## src/logic/swarm_pkg.sv

```systemverilog
package swarm_pkg;

   localparam int N_THREADS         = 8;
   localparam int LOG_N_THREADS     = 3;
   localparam int LOG_CQ_SLICE_SIZE = 4;
   localparam int CQ_SLOTS          = 1 << LOG_CQ_SLICE_SIZE;

   localparam int TS_W       = 32;
   localparam int LOCALE_W   = 32;
   localparam int TTYPE_W    = 4;
   localparam int OBJ_W      = 32;
   localparam int ADDR_W     = 32;
   localparam int FIFO_OCC_W = 8;

   // a memory line holds sixteen objects, each four bytes wide.
   localparam int LINE_W        = 512;
   localparam int LOG_N_LANES   = 4;
   localparam int N_LANES       = 1 << LOG_N_LANES;
   localparam int LOG_OBJ_BYTES = 2;

   localparam logic [TTYPE_W-1:0] TASK_TYPE_UNDO_LOG_RESTORE = 4'hF;

   localparam int REG_ADDR_W = 8;
   localparam int REG_DATA_W = 32;

   localparam logic [REG_ADDR_W-1:0] RW_BASE_ADDR                        = 8'h10;
   localparam logic [REG_ADDR_W-1:0] CORE_FIFO_OUT_ALMOST_FULL_THRESHOLD = 8'h14;
   localparam logic [REG_ADDR_W-1:0] CORE_N_DEQUEUES                     = 8'h18;

   // one response word, seen whole or as object lanes.
   // lane k sits at bits 32k upward.
   typedef union packed {
      logic [LINE_W-1:0]               flat;
      logic [N_LANES-1:0][OBJ_W-1:0]   lane;
   } cache_line_u;

endpackage

```

## src/logic/read_rw.sv

```systemverilog
`timescale 1ns/1ps

module read_rw
   import swarm_pkg::*;
(
   input  logic                          clk,
   input  logic                          rstn,

   input  logic                          task_in_valid,
   output logic                          task_in_ready,
   input  logic [TS_W-1:0]               task_ts,
   input  logic [LOCALE_W-1:0]           task_locale,
   input  logic [TTYPE_W-1:0]            task_ttype,
   input  logic                          task_no_read,
   input  logic [LOG_CQ_SLICE_SIZE-1:0]  cq_slot_in,
   input  logic [LOG_N_THREADS-1:0]      thread_id_in,

   input  logic                          gvt_task_slot_valid,
   input  logic [LOG_CQ_SLICE_SIZE-1:0]  gvt_task_slot,

   output logic                          arvalid,
   input  logic                          arready,
   output logic [ADDR_W-1:0]             araddr,
   output logic [LOG_N_THREADS-1:0]      arid,

   input  logic                          rvalid,
   output logic                          rready,
   input  logic [LOG_N_THREADS-1:0]      rid,
   input  logic [LINE_W-1:0]             rdata,

   output logic                          task_out_valid,
   input  logic                          task_out_ready,
   output logic [TS_W-1:0]               out_ts,
   output logic [LOCALE_W-1:0]           out_locale,
   output logic [TTYPE_W-1:0]            out_ttype,
   output logic [LOG_CQ_SLICE_SIZE-1:0]  out_cq_slot,
   output logic [LOG_N_THREADS-1:0]      out_thread,
   output logic [OBJ_W-1:0]              out_object,

   input  logic [FIFO_OCC_W-1:0]         task_out_fifo_occ,

   input  logic [ADDR_W-1:0]             base_rw_addr,
   input  logic [FIFO_OCC_W-1:0]         fifo_thresh,
   input  logic [REG_DATA_W-1:0]         dequeues_remaining,

   input  logic [TS_W-1:0]               tt_ts,
   input  logic [LOCALE_W-1:0]           tt_locale,
   input  logic [TTYPE_W-1:0]            tt_ttype,
   input  logic [LOG_CQ_SLICE_SIZE-1:0]  tt_slot,
   input  logic [OBJ_W-1:0]              undo_word,

   output logic                          deq_fire,
   output logic                          log_wr,
   output logic                          restore_rd
);

   logic                          is_restore;
   logic                          is_local;
   logic                          can_dequeue;
   logic                          out_stall;
   cache_line_u                   rline;

   logic                          pend_valid;
   logic                          pend_restore;
   logic [TS_W-1:0]               pend_ts;
   logic [LOCALE_W-1:0]           pend_locale;
   logic [TTYPE_W-1:0]            pend_ttype;
   logic [LOG_CQ_SLICE_SIZE-1:0]  pend_slot;
   logic [LOG_N_THREADS-1:0]      pend_thread;

   assign is_restore  = (task_ttype == TASK_TYPE_UNDO_LOG_RESTORE);
   assign is_local    = task_no_read | is_restore;
   assign can_dequeue = (dequeues_remaining != '0) &
                        ((task_out_fifo_occ < fifo_thresh) |
                         (gvt_task_slot_valid & (gvt_task_slot == cq_slot_in)));

   // a stalled response must not be displaced by a new local result.
   assign out_stall = rvalid & ~task_out_ready;

   assign araddr = base_rw_addr + (ADDR_W'(task_locale) << LOG_OBJ_BYTES);
   assign arid   = thread_id_in;

   always_comb begin
      arvalid       = 1'b0;
      task_in_ready = 1'b0;
      if (task_in_valid && can_dequeue && !pend_valid) begin
         if (is_local) begin
            task_in_ready = ~out_stall;
         end else begin
            arvalid       = 1'b1;
            task_in_ready = arready; // read tasks leave together with their address.
         end
      end
   end

   assign deq_fire   = task_in_valid & task_in_ready;
   assign restore_rd = deq_fire & is_restore;

   always_ff @(posedge clk) begin
      if (!rstn) begin
         pend_valid <= 1'b0;
      end else if (deq_fire && is_local) begin
         pend_valid <= 1'b1;
      end else if (pend_valid && task_out_ready) begin
         pend_valid <= 1'b0;
      end
   end

   always_ff @(posedge clk) begin
      if (deq_fire && is_local) begin
         pend_restore <= is_restore;
         pend_ts      <= task_ts;
         pend_locale  <= task_locale;
         pend_ttype   <= task_ttype;
         pend_slot    <= cq_slot_in;
         pend_thread  <= thread_id_in;
      end
   end

   assign rline.flat = rdata;

   always_comb begin
      task_out_valid = 1'b0;
      rready         = 1'b0;
      if (pend_valid) begin
         task_out_valid = 1'b1;
         out_ts         = pend_ts;
         out_locale     = pend_locale;
         out_ttype      = pend_ttype;
         out_cq_slot    = pend_slot;
         out_thread     = pend_thread;
         out_object     = pend_restore ? undo_word : '0;
      end else begin
         task_out_valid = rvalid;
         rready         = rvalid & task_out_ready;
         out_ts         = tt_ts;
         out_locale     = tt_locale;
         out_ttype      = tt_ttype;
         out_cq_slot    = tt_slot;
         out_thread     = rid;
         out_object     = rline.lane[tt_locale[LOG_N_LANES-1:0]]; // object within the line.
      end
   end

   assign log_wr = task_out_valid & task_out_ready;

   // a read address waiting for arready keeps its value.
   a_ar_hold: assert property (@(posedge clk) disable iff (!rstn)
      arvalid && !arready |=> arvalid && $stable(araddr) && $stable(arid))
      else $error("read request changed before it was accepted");

   // the output bundle may only change once it has been taken.
   a_out_hold: assert property (@(posedge clk) disable iff (!rstn)
      task_out_valid && !task_out_ready |=>
         task_out_valid && $stable(out_ts) && $stable(out_locale) &&
         $stable(out_ttype) && $stable(out_cq_slot) && $stable(out_thread) &&
         $stable(out_object))
      else $error("task output changed before it was accepted");

endmodule

```

## src/logic/rw_thread_table.sv

```systemverilog
`timescale 1ns/1ps

module rw_thread_table
   import swarm_pkg::*;
(
   input  logic                          clk,

   input  logic                          deq_fire,
   input  logic [LOG_N_THREADS-1:0]      thread_id_in,
   input  logic [TS_W-1:0]               task_ts,
   input  logic [LOCALE_W-1:0]           task_locale,
   input  logic [TTYPE_W-1:0]            task_ttype,
   input  logic [LOG_CQ_SLICE_SIZE-1:0]  cq_slot_in,

   input  logic [LOG_N_THREADS-1:0]      rid,
   output logic [TS_W-1:0]               tt_ts,
   output logic [LOCALE_W-1:0]           tt_locale,
   output logic [TTYPE_W-1:0]            tt_ttype,
   output logic [LOG_CQ_SLICE_SIZE-1:0]  tt_slot
);

   logic [TS_W-1:0]               ts_mem     [N_THREADS];
   logic [LOCALE_W-1:0]           locale_mem [N_THREADS];
   logic [TTYPE_W-1:0]            ttype_mem  [N_THREADS];
   logic [LOG_CQ_SLICE_SIZE-1:0]  slot_mem   [N_THREADS];

   // each thread has at most one read in flight, so its entry is free on accept.
   always_ff @(posedge clk) begin
      if (deq_fire) begin
         ts_mem[thread_id_in]     <= task_ts;
         locale_mem[thread_id_in] <= task_locale;
         ttype_mem[thread_id_in]  <= task_ttype;
         slot_mem[thread_id_in]   <= cq_slot_in;
      end
   end

   assign tt_ts     = ts_mem[rid];
   assign tt_locale = locale_mem[rid];
   assign tt_ttype  = ttype_mem[rid];
   assign tt_slot   = slot_mem[rid];

endmodule

```

## src/logic/undo_log_store.sv

```systemverilog
`timescale 1ns/1ps

module undo_log_store
   import swarm_pkg::*;
(
   input  logic                          clk,

   input  logic                          log_wr,
   input  logic [LOG_CQ_SLICE_SIZE-1:0]  out_cq_slot,
   input  logic [OBJ_W-1:0]              out_object,

   input  logic                          restore_rd,
   input  logic [LOG_CQ_SLICE_SIZE-1:0]  cq_slot_in,
   output logic [OBJ_W-1:0]              undo_word
);

   logic [OBJ_W-1:0]  undo_mem [CQ_SLOTS];
   logic              wr_hit;

   // an object leaving in the same cycle is newer than the stored one.
   assign wr_hit = log_wr & (out_cq_slot == cq_slot_in);

   always_ff @(posedge clk) begin
      if (log_wr) begin
         undo_mem[out_cq_slot] <= out_object;
      end
   end

   always_ff @(posedge clk) begin
      if (restore_rd) begin
         if (wr_hit) begin
            undo_word <= out_object;
         end else begin
            undo_word <= undo_mem[cq_slot_in]; // ready when the result shows.
         end
      end
   end

endmodule

```

## src/logic/rw_config_regs.sv

```systemverilog
`timescale 1ns/1ps

module rw_config_regs
   import swarm_pkg::*;
(
   input  logic                     clk,
   input  logic                     rstn,

   input  logic                     reg_wvalid,
   input  logic [REG_ADDR_W-1:0]    reg_waddr,
   input  logic [REG_DATA_W-1:0]    reg_wdata,

   input  logic                     reg_arvalid,
   input  logic [REG_ADDR_W-1:0]    reg_araddr,
   output logic                     reg_rvalid,
   output logic [REG_DATA_W-1:0]    reg_rdata,

   input  logic                     deq_fire,

   output logic [ADDR_W-1:0]        base_rw_addr,
   output logic [FIFO_OCC_W-1:0]    fifo_thresh,
   output logic [REG_DATA_W-1:0]    dequeues_remaining
);

   always_ff @(posedge clk) begin
      if (!rstn) begin
         base_rw_addr       <= '0;
         fifo_thresh        <= '1;
         dequeues_remaining <= '1;
      end else if (reg_wvalid) begin
         case (reg_waddr)
            RW_BASE_ADDR: begin
               base_rw_addr <= {reg_wdata[ADDR_W-3:0], 2'b00}; // written in words.
            end
            CORE_FIFO_OUT_ALMOST_FULL_THRESHOLD: begin
               fifo_thresh <= reg_wdata[FIFO_OCC_W-1:0];
            end
            CORE_N_DEQUEUES: begin
               dequeues_remaining <= reg_wdata;
            end
            default: begin
            end
         endcase
      end else if (deq_fire) begin
         dequeues_remaining <= dequeues_remaining - 1'b1; // a write wins over the count.
      end
   end

   always_ff @(posedge clk) begin
      if (!rstn) begin
         reg_rvalid <= 1'b0;
      end else begin
         reg_rvalid <= reg_arvalid;
      end
   end

   always_ff @(posedge clk) begin
      if (reg_arvalid) begin
         case (reg_araddr)
            RW_BASE_ADDR:                        reg_rdata <= base_rw_addr;
            CORE_FIFO_OUT_ALMOST_FULL_THRESHOLD: reg_rdata <= REG_DATA_W'(fifo_thresh);
            CORE_N_DEQUEUES:                     reg_rdata <= dequeues_remaining;
            default:                             reg_rdata <= '0;
         endcase
      end
   end

   // the budget counter must never wrap below zero.
   a_budget_nonzero: assert property (@(posedge clk) disable iff (!rstn)
      deq_fire |-> (dequeues_remaining != '0))
      else $error("task dequeued with no budget left");

endmodule

```

## src/logic/rw_read_top.sv

```systemverilog
`timescale 1ns/1ps

module rw_read_top
   import swarm_pkg::*;
(
   input  logic                          clk,
   input  logic                          rstn,

   input  logic                          task_in_valid,
   output logic                          task_in_ready,
   input  logic [TS_W-1:0]               task_ts,
   input  logic [LOCALE_W-1:0]           task_locale,
   input  logic [TTYPE_W-1:0]            task_ttype,
   input  logic                          task_no_read,
   input  logic [LOG_CQ_SLICE_SIZE-1:0]  cq_slot_in,
   input  logic [LOG_N_THREADS-1:0]      thread_id_in,

   input  logic                          gvt_task_slot_valid,
   input  logic [LOG_CQ_SLICE_SIZE-1:0]  gvt_task_slot,

   output logic                          arvalid,
   input  logic                          arready,
   output logic [ADDR_W-1:0]             araddr,
   output logic [LOG_N_THREADS-1:0]      arid,

   input  logic                          rvalid,
   output logic                          rready,
   input  logic [LOG_N_THREADS-1:0]      rid,
   input  logic [LINE_W-1:0]             rdata,

   output logic                          task_out_valid,
   input  logic                          task_out_ready,
   output logic [TS_W-1:0]               out_ts,
   output logic [LOCALE_W-1:0]           out_locale,
   output logic [TTYPE_W-1:0]            out_ttype,
   output logic [LOG_CQ_SLICE_SIZE-1:0]  out_cq_slot,
   output logic [LOG_N_THREADS-1:0]      out_thread,
   output logic [OBJ_W-1:0]              out_object,

   input  logic [FIFO_OCC_W-1:0]         task_out_fifo_occ,

   input  logic                          reg_wvalid,
   input  logic [REG_ADDR_W-1:0]         reg_waddr,
   input  logic [REG_DATA_W-1:0]         reg_wdata,
   input  logic                          reg_arvalid,
   input  logic [REG_ADDR_W-1:0]         reg_araddr,
   output logic                          reg_rvalid,
   output logic [REG_DATA_W-1:0]         reg_rdata
);

   logic                          deq_fire;
   logic                          log_wr;
   logic                          restore_rd;
   logic [ADDR_W-1:0]             base_rw_addr;
   logic [FIFO_OCC_W-1:0]         fifo_thresh;
   logic [REG_DATA_W-1:0]         dequeues_remaining;
   logic [TS_W-1:0]               tt_ts;
   logic [LOCALE_W-1:0]           tt_locale;
   logic [TTYPE_W-1:0]            tt_ttype;
   logic [LOG_CQ_SLICE_SIZE-1:0]  tt_slot;
   logic [OBJ_W-1:0]              undo_word;

   read_rw ctrl0 (
      .clk, .rstn,
      .task_in_valid, .task_in_ready, .task_ts, .task_locale, .task_ttype,
      .task_no_read, .cq_slot_in, .thread_id_in,
      .gvt_task_slot_valid, .gvt_task_slot,
      .arvalid, .arready, .araddr, .arid,
      .rvalid, .rready, .rid, .rdata,
      .task_out_valid, .task_out_ready, .out_ts, .out_locale, .out_ttype,
      .out_cq_slot, .out_thread, .out_object,
      .task_out_fifo_occ,
      .base_rw_addr, .fifo_thresh, .dequeues_remaining,
      .tt_ts, .tt_locale, .tt_ttype, .tt_slot, .undo_word,
      .deq_fire, .log_wr, .restore_rd
   );

   rw_thread_table ttab0 (
      .clk,
      .deq_fire, .thread_id_in, .task_ts, .task_locale, .task_ttype, .cq_slot_in,
      .rid, .tt_ts, .tt_locale, .tt_ttype, .tt_slot
   );

   undo_log_store undo0 (
      .clk,
      .log_wr, .out_cq_slot, .out_object,
      .restore_rd, .cq_slot_in, .undo_word
   );

   rw_config_regs regs0 (
      .clk, .rstn,
      .reg_wvalid, .reg_waddr, .reg_wdata,
      .reg_arvalid, .reg_araddr, .reg_rvalid, .reg_rdata,
      .deq_fire,
      .base_rw_addr, .fifo_thresh, .dequeues_remaining
   );

endmodule

```

## config.mk

```make
export PLATFORM = sky130hd
export DESIGN_NAME = rw_read_top
export DESIGN_NICKNAME = d
export VERILOG_FILES = /design/src/logic/swarm_pkg.sv /design/src/logic/read_rw.sv /design/src/logic/rw_thread_table.sv /design/src/logic/undo_log_store.sv /design/src/logic/rw_config_regs.sv /design/src/logic/rw_read_top.sv
export SDC_FILE = /design/constraint.sdc
export NUM_CORES = 2
export LEC_CHECK = 0
export CORE_ASPECT_RATIO = 2
export CORE_MARGIN = 2
export CORE_UTILIZATION = 55
export DETAILED_ROUTE_END_ITERATION = 8
export DONT_BUFFER_PORTS = 1
export PLACE_DENSITY = 0.7
export REMOVE_ABC_BUFFERS = 1
export SLEW_MARGIN = 20
export SYNTH_ARGS = -nofsm -noshare
export SYNTH_HDL_FRONTEND = slang
export SYNTH_SLANG_ARGS = --single-unit
```

## constraint.sdc

```tcl
create_clock -name clk -period 13.15 [get_ports clk]
set_input_delay 2.63 -clock clk [delete_from_list [all_inputs] [get_ports clk]]
set_output_delay 2.63 -clock clk [all_outputs]
set_load 0.02 [all_outputs]
```

# ---- After elaboration in Yosys (flattened, before gate mapping)
# Memory sizes are Yosys's and may differ from the RTL's. A register that Yosys moved wholly into a read port is not among the register bits.
# Index checks and enable logic that the tools add are counted.
# W data, S select, Z words.
dict set report word_totals {
  reg_bits 180
  latch_bits 0
  ramBits 1088
  mem_bits_ro 0
  inputBits 660
  out_inout_bits 179
  wordCells 77
  memories 5
}
dict set report classes {
  add_sub_neg 2
  multipliers 0
  div 0
  magnitude_cmp 2
  n_eq_ne 9
  shifts 0
  n_mux 25
  bitwise 11
  n_reduce_logical 11
}
# memory words width read_ports rd_ports_with_merged_regs write_ports line
set mem_list {}
lappend mem_list {undo0.undo_mem 16 32 1 1 1 undo_log_store.sv:17} ;# logic [OBJ_W-1:0] undo_mem [CQ_SLOTS];
lappend mem_list {ttab0.locale_mem 8 32 1 0 1 rw_thread_table.sv:23} ;# logic [LOCALE_W-1:0] locale_mem [N_THREADS];
lappend mem_list {ttab0.ts_mem 8 32 1 0 1 rw_thread_table.sv:22} ;# logic [TS_W-1:0] ts_mem [N_THREADS];
lappend mem_list {ttab0.slot_mem 8 4 1 0 1 rw_thread_table.sv:25} ;# logic [LOG_CQ_SLICE_SIZE-1:0] slot_mem [N_THREADS];
lappend mem_list {ttab0.ttype_mem 8 4 1 0 1 rw_thread_table.sv:24} ;# logic [TTYPE_W-1:0] ttype_mem [N_THREADS];
# op count
set ops {}
lappend ops {{$mux W32} 8}
lappend ops {{$bmux W32 S4} 1}
lappend ops {{$pmux W32 S3} 1}
lappend ops {{$eq A8 B5 Y1 const B} 6}
lappend ops {{$add A32 B32 Y32} 1}
lappend ops {{$reduce_bool A32 Y1} 1}
lappend ops {{$sub A32 B1 Y32 const B} 1}
lappend ops {{$mux W1} 12}
lappend ops {{$lt A8 B8 Y1} 1}
lappend ops {{$mux W4} 2}
lappend ops {{$and A1 B1 Y1} 7}
lappend ops {{$reduce_and A2 Y1} 3}
lappend ops {{$lt A4 B5 Y1 const B} 1}
lappend ops {{$eq A4 B4 Y1} 1}
lappend ops {{$eq A4 B4 Y1 const B} 1}
lappend ops {{$logic_and A1 B1 Y1} 4}
lappend ops {{$reduce_bool A2 Y1} 2}
lappend ops {{$mux W3} 1}
lappend ops {{$ne A2 B1 Y1 const B} 1}
lappend ops {{$not A1 Y1} 2}
lappend ops {{$or A1 B1 Y1} 2}
lappend ops {{$logic_not A1 Y1} 1}

# ---- Longest topological paths before layout
dict set report logic_depth {
  word_depth 10
  ltp_mapped 12
  depth_no_buf 11
}

# ---- By module
# A second synthesis with hierarchy kept.
dict set report unflattened {
  hier_cells 3068
  area_unflattened_um2 56870.8
}
# mod n_inst cells_each area_per_inst_um2 seq_area_each_um2
set by_module_without_submodules {}
lappend by_module_without_submodules {rw_thread_table 1 845 21927.3 17296.6}
lappend by_module_without_submodules {undo_log_store 1 879 20576.0 16335.7}
lappend by_module_without_submodules {read_rw 1 794 9514.1 2302.2}
lappend by_module_without_submodules {rw_config_regs 1 550 4853.4 2382.3}

# ---- Worst setup path after synthesis
# Ideal clock, no wire load.
dict set report synth_timing {
  path_type {input to register}
  start {input port task_out_fifo_occ[5]}
  end {memory ttab0.locale_mem[2][0], enable pin}
  setup_ns 0.703
  t_arrival_ns 11.429
  required_time_ns 12.447
  path_slack_ns 1.018
  path_stages 9
  path_buffers 1
  cell_sequence {ha_1 a21o_1 a21o_1 a21oi_1 o31a_1 o21ai_2 or2_2 buf_2 nor4b_1}
}
dict set report synth_via {
  elab_chain_cells 9
}
# element line
set synth_rtl {}
lappend synth_rtl {{start, declared} rw_read_top.sv:40} ;# input logic [FIFO_OCC_W-1:0] task_out_fifo_occ,
lappend synth_rtl {{$lt A8 B8 Y1} read_rw.sv:74} ;# ((task_out_fifo_occ < fifo_thresh) |
lappend synth_rtl {{$or A1 B1 Y1} read_rw.sv:74}
lappend synth_rtl {{$and A1 B1 Y1} read_rw.sv:73} ;# assign can_dequeue = (dequeues_remaining != '0) &
lappend synth_rtl {{$logic_and A1 B1 Y1 (2 in a row)} read_rw.sv:86} ;# if (task_in_valid && can_dequeue && !pend_valid) begin
lappend synth_rtl {{$mux W1} read_rw.sv:86}
lappend synth_rtl {{$and A1 B1 Y1} read_rw.sv:96} ;# assign deq_fire = task_in_valid & task_in_ready;
lappend synth_rtl {{$mux W1} rw_thread_table.sv:29} ;# if (deq_fire) begin
lappend synth_rtl {{$mux W1 (implied by the code)} rw_thread_table.sv:31} ;# locale_mem[thread_id_in] <= task_locale;
lappend synth_rtl {{end, declared} rw_thread_table.sv:23}
# No other way between the ends.

# ---- Worst setup path after layout
dict set report layout_timing {
  start {input port rid[0]}
  end {output port out_object[3]}
}
dict set report layout_via {
  elab_chain_cells 4
}
# element line
set layout_rtl {}
lappend layout_rtl {{start, declared} rw_read_top.sv:28} ;# input logic [LOG_N_THREADS-1:0] rid,
lappend layout_rtl {{$mem_v2 Z8 W32} --}
lappend layout_rtl {{$bmux W32 S4} read_rw.sv:141} ;# out_object = rline.lane[tt_locale[LOG_N_LANES-1:0]];
lappend layout_rtl {{$mux W32 (implied by the code)} read_rw.sv:141}
lappend layout_rtl {{$mux W32} read_rw.sv:125} ;# if (pend_valid) begin
lappend layout_rtl {{end, declared} rw_read_top.sv:38} ;# output logic [OBJ_W-1:0] out_object,
# No other way between the ends. The select of a mux whose other input is x is not followed.

==> flow_results.org <==
** Die
- Row generation in the floorplan step produced 166 rows.
- The die is 459 µm tall.
- Overall die area :: 106000 µm²
- Floorplan core area :: 102000 µm²
- From left edge to right edge, the die measures 231 µm.
- For this configuration, the core starts out at a cell density of 0.555.
- Pin placement for this block handled 839 I/O pins.

** Global routing
- The number of antenna violations at the first check in global routing is 83.
- The layer flagged by global routing as most heavily used is met2.
- GRT Resource Usage Total :: 0.327
- Met1 track demand over resource in global routing :: 0.387
- In the global route stage, met2 resource usage came out at 0.523.
- Pin count of the biggest net entering global routing :: 177
- Met3 global-route usage :: 0.122
- First-pass GRT wire length :: 243 mm
- After global routing the overflow that remains totals 0.
- The number of global-route vias before repair is 33.6k.

** Route
- The detailed router placed 33.5k vias in this run.
- In this run the remaining antenna-violating nets after routing total 0.
- Summed over all layers, the routed wires come to 175 mm.
- Count of routing violations after the opening detailed-route iteration :: 4236
- Dividing the detail-routed via count by the number of cells gives 6.76.
- Number of search-and-repair iterations in the first detailed-routing pass :: 6
- DR WL/cell :: 35.2 µm
- After detailed routing, the number of remaining DRC violations is 0.

** Synthesis
- Distinct cells, synth :: 73
- Async S/R FF share, synth :: 0
- The share of the Yosys chip area taken by registers is 0.674.
- Post-Synthesis Cells :: 3543
- Yosys attributes the largest share of cell area to sky130_fd_sc_hd__edfxtp_1 65%, sky130_fd_sc_hd__mux4_2 12%, sky130_fd_sc_hd__mux2i_1 2.9%.
- Counting flops and latches in the post-synthesis netlist gives 1300.
- In the synthesized netlist the dominant register cell turns out to be sky130_fd_sc_hd__edfxtp_1.
- Cell area after synthesis :: 56800 µm²
- By instance count, the leading cell after synthesis is sky130_fd_sc_hd__edfxtp_1.
- Counting flops with a built-in enable in the synthesized netlist gives 1228.
- By count the netlist is led by 1228 x sky130_fd_sc_hd__edfxtp_1, 397 x sky130_fd_sc_hd__nand2_1, 304 x sky130_fd_sc_hd__mux4_2.
- Yosys top cell area share :: 0.649
- Cell taking the most area after synthesis :: sky130_fd_sc_hd__edfxtp_1
- Synth Area per Inst :: 16.0 µm²
- Warnings from Yosys :: 0

** Cells and area
- Summing all non-filler instances in the final layout gives an area of 61900 µm².
- In the final layout, the share of cells above drive strength 1 is 0.179.
- Layout overhead on the synthesized area :: 8.87%
- Number of nets at the end of the flow :: 4168

** Clock tree
- CTS built an H-tree with a depth of 3.
- Resized Gates After CTS :: 0
- The later pin in the worst-skew pair is clocked with a latency of 0.74 ns.
- Root Buffer :: sky130_fd_sc_hd__clkbuf_16
- Clock tree from TritonCTS :: done
- Counting every sink on the clock net gives 1300.
- The number of clock buffers added by TritonCTS is 107.
- Total of hold buffers inserted after clock tree synthesis :: 0
- Clock buffer depth :: 3
- Post-CTS setup buffer count :: 0
- Clock-pin slew was measured on the worst setup and hold paths at 0.07 ns.

** Timing
- In this run the tightest slew margin relative to its limit is 0.208.
- Number of endpoints with negative hold slack in the final report :: 0
- Static timing analysis puts the maximum clock frequency at 108 MHz.
- For the final routed database, the setup TNS stands at 0 ns.
- Final clock skew :: 0.0275 ns
- Setup violations remaining at the end of the flow were counted as 0.
- Slew Viols, Final :: 0
- Final critical delay including setup and external delays :: 9.23 ns
- For the pin with the worst max-slew slack, the measured transition is 1.17 ns.
- In the finished design, the share of the clock period the worst path needs comes to 0.702.
- Setup repair after global routing left no endpoint under its margin.

** Setup path
- For this design, the slowest cell found on the critical path is sky130_fd_sc_hd__and2b_2.
- In this run the critical register-to-register path is captured at undo0.undo_word[6].
- The setup path with the least slack is of type primary input to primary output.
- Flop2flop setup slack :: 8.36 ns
- Crit-path leading delay family :: simple AND/OR/NAND/NOR gates
- The worst setup path is captured at a primary output.
- Among the stages of the critical path, the cell type that occurs most often is sky130_fd_sc_hd__nand3_1.
- Together, buffers and inverters on the worst path number 1.
- Worst-path cell chain :: mux4_2 -> mux2i_4 -> buf_4 -> and2b_2 -> nand3_1 -> o2111ai_1 -> nand3_1
- Data on the critical path is required at its endpoint by 10.52 ns.
- For this run, the slowest stage of the critical path takes 1.00 ns.
- Data on the critical path arrives at its endpoint at 6.60 ns.
- For the worst flop-to-flop path, the logic depth is 9.
- Sort of element at the start of the critical path :: primary input
- The worst register-to-register path begins at ttab0.locale_mem[4][2].
- Critical-path maximum fanout :: 144

** Run
- Max-cap violations in this run came to 0.

** Power
- Ratio of total power to cell area :: 142 nW/µm²
- The analysis attributes to cell leakage a power of 19.9 nW.
- The worst-case IR drop observed on VDD is 0.000126 V.
- Sum of internal, switching and leakage power :: 8.78 mW

** Worst hold path
- The startpoint identified for the worst hold timing path is regs0.base_rw_addr[19].
- Along the worst hold path, the cell count comes to 2.
- Type of the most critical hold path :: register to register
- Destination of the worst hold path :: regs0.base_rw_addr[19]

** Placed design
- Post-DP Area :: 58100 µm²
- Final estimated routing congestion in global placement :: 0.944
- Quantity of I/O buffers inserted on ports :: 0
- Final HPWL DP :: 116 mm

** Outcome
- Run status :: finished clean
worst max path at each step:
stage / start / end / slack [ns] / depth (start not counted)
finish: rid[0] / out_object[3] / 3.92 / 7
global route: rid[0] / out_object[3] / 3.92 / 7
CTS: rid[0] / out_object[3] / 4.11 / 8
detailed placement: rid[0] / out_object[3] / 4.12 / 8
global placement: rid[0] / out_object[6] / 4.15 / 8
floorplan: rid[1] / out_object[0] / 0.69 / 6
sequential cells by signal, indices dropped and copies added, names as in the netlist, 4 cells and up:
name                      cells
ctrl0.pend_locale            32
ctrl0.pend_ttype              4
regs0.dequeues_remaining     32
ttab0.ts_mem                256
ctrl0.pend_slot               4
ttab0.locale_mem            256
regs0.fifo_thresh             8
ttab0.slot_mem               32
regs0.base_rw_addr           30
regs0.reg_rdata              32
undo0.undo_word              32
undo0.undo_mem              512
ttab0.ttype_mem              32
ctrl0.pend_ts                32
worst reg2reg max path, delay by kind of cell, from the launching register on:
kind	cells	cell delay, ns
simple gates	3	1.88
mux	3	1.29
buf+inv	2	0.81
flops	1	0.38
compound gates	1	0.18
cell type report:
| type | instances | area [µm²] |
|---|---|---|
| antenna | 54 | 135 |
| clock buffer | 124 | 2750 |
| clock inverter | 77 | 810 |
| fill | 7447 | 40500 |
| inverter | 33 | 124 |
| multi-input combinational | 1971 | 17600 |
| sequential | 1300 | 38300 |
| tap | 1344 | 1680 |
| timing repair buffer | 56 | 445 |
placed cells by master (no fill, tap or decap), types with 17 or more instances in the layout:
cell type / count
sky130_fd_sc_hd__edfxtp_1: 1228
sky130_fd_sc_hd__nand2_1: 396
sky130_fd_sc_hd__mux4_2: 304
sky130_fd_sc_hd__mux2i_1: 162
sky130_fd_sc_hd__nand3_1: 134
sky130_fd_sc_hd__o21ai_0: 113
sky130_fd_sc_hd__a211oi_1: 108
sky130_fd_sc_hd__clkbuf_16: 107
sky130_fd_sc_hd__nor2_1: 103
sky130_fd_sc_hd__a21oi_1: 102
sky130_fd_sc_hd__and2_1: 100
sky130_fd_sc_hd__dfxtp_1: 71
sky130_fd_sc_hd__diode_2: 54
sky130_fd_sc_hd__buf_4: 54
sky130_fd_sc_hd__a31oi_1: 42
sky130_fd_sc_hd__ha_1: 38
sky130_fd_sc_hd__mux2_2: 35
sky130_fd_sc_hd__inv_1: 32
sky130_fd_sc_hd__a211o_1: 32
sky130_fd_sc_hd__o2111ai_1: 32
sky130_fd_sc_hd__clkinv_1: 24
sky130_fd_sc_hd__xnor2_1: 23
sky130_fd_sc_hd__a211oi_2: 22
sky130_fd_sc_hd__clkinv_2: 22
sky130_fd_sc_hd__nor3_1: 20
sky130_fd_sc_hd__a32oi_1: 17
layer usage:
layer  wire, µm  share of wire
met5        214         0.0012
met4       9060          0.052
met3      22200           0.13
met2      84400           0.48
met1      58600           0.34
logic make-up after synthesis:
kind of cell / after synthesis / share of synthesized area
DFF: 1300 / 0.674
AOI/OAI and AO/OA: 543 / 0.0654
buffers and inverters: 273 / 0.0208
other: 1 / 0.0000660
xor gates and xnor gates: 35 / 0.00540
muxes: 505 / 0.157
adders and majority gates: 39 / 0.00872
and+or+nand+nor: 847 / 0.0682
stage by stage:
| step | hold slack, ns | worst slack (ns) | util | instances |
|---|---|---|---|---|
| final | 0.483 | 3.92 | 0.604 | 4959 |
| after global routing | 0.512 | 3.92 | 0.604 | 4942 |
| after CTS | 0.481 | 4.11 | 0.603 | 4905 |
| after detailed placement | 0.471 | 4.12 | 0.568 | 4704 |
| after global placement | 0.470 | 4.15 | 0.568 | 4704 |
| after floorplan | 0.452 | 0.695 | - | 3304 |
power by group:
part           total (mW)  switching (mW)  internal (mW)
clock network        3.27            1.50           1.77
logic               0.779           0.529          0.251
registers            4.73          0.0300           4.70
No activity file was read; power rests on OpenSTA's default activity.
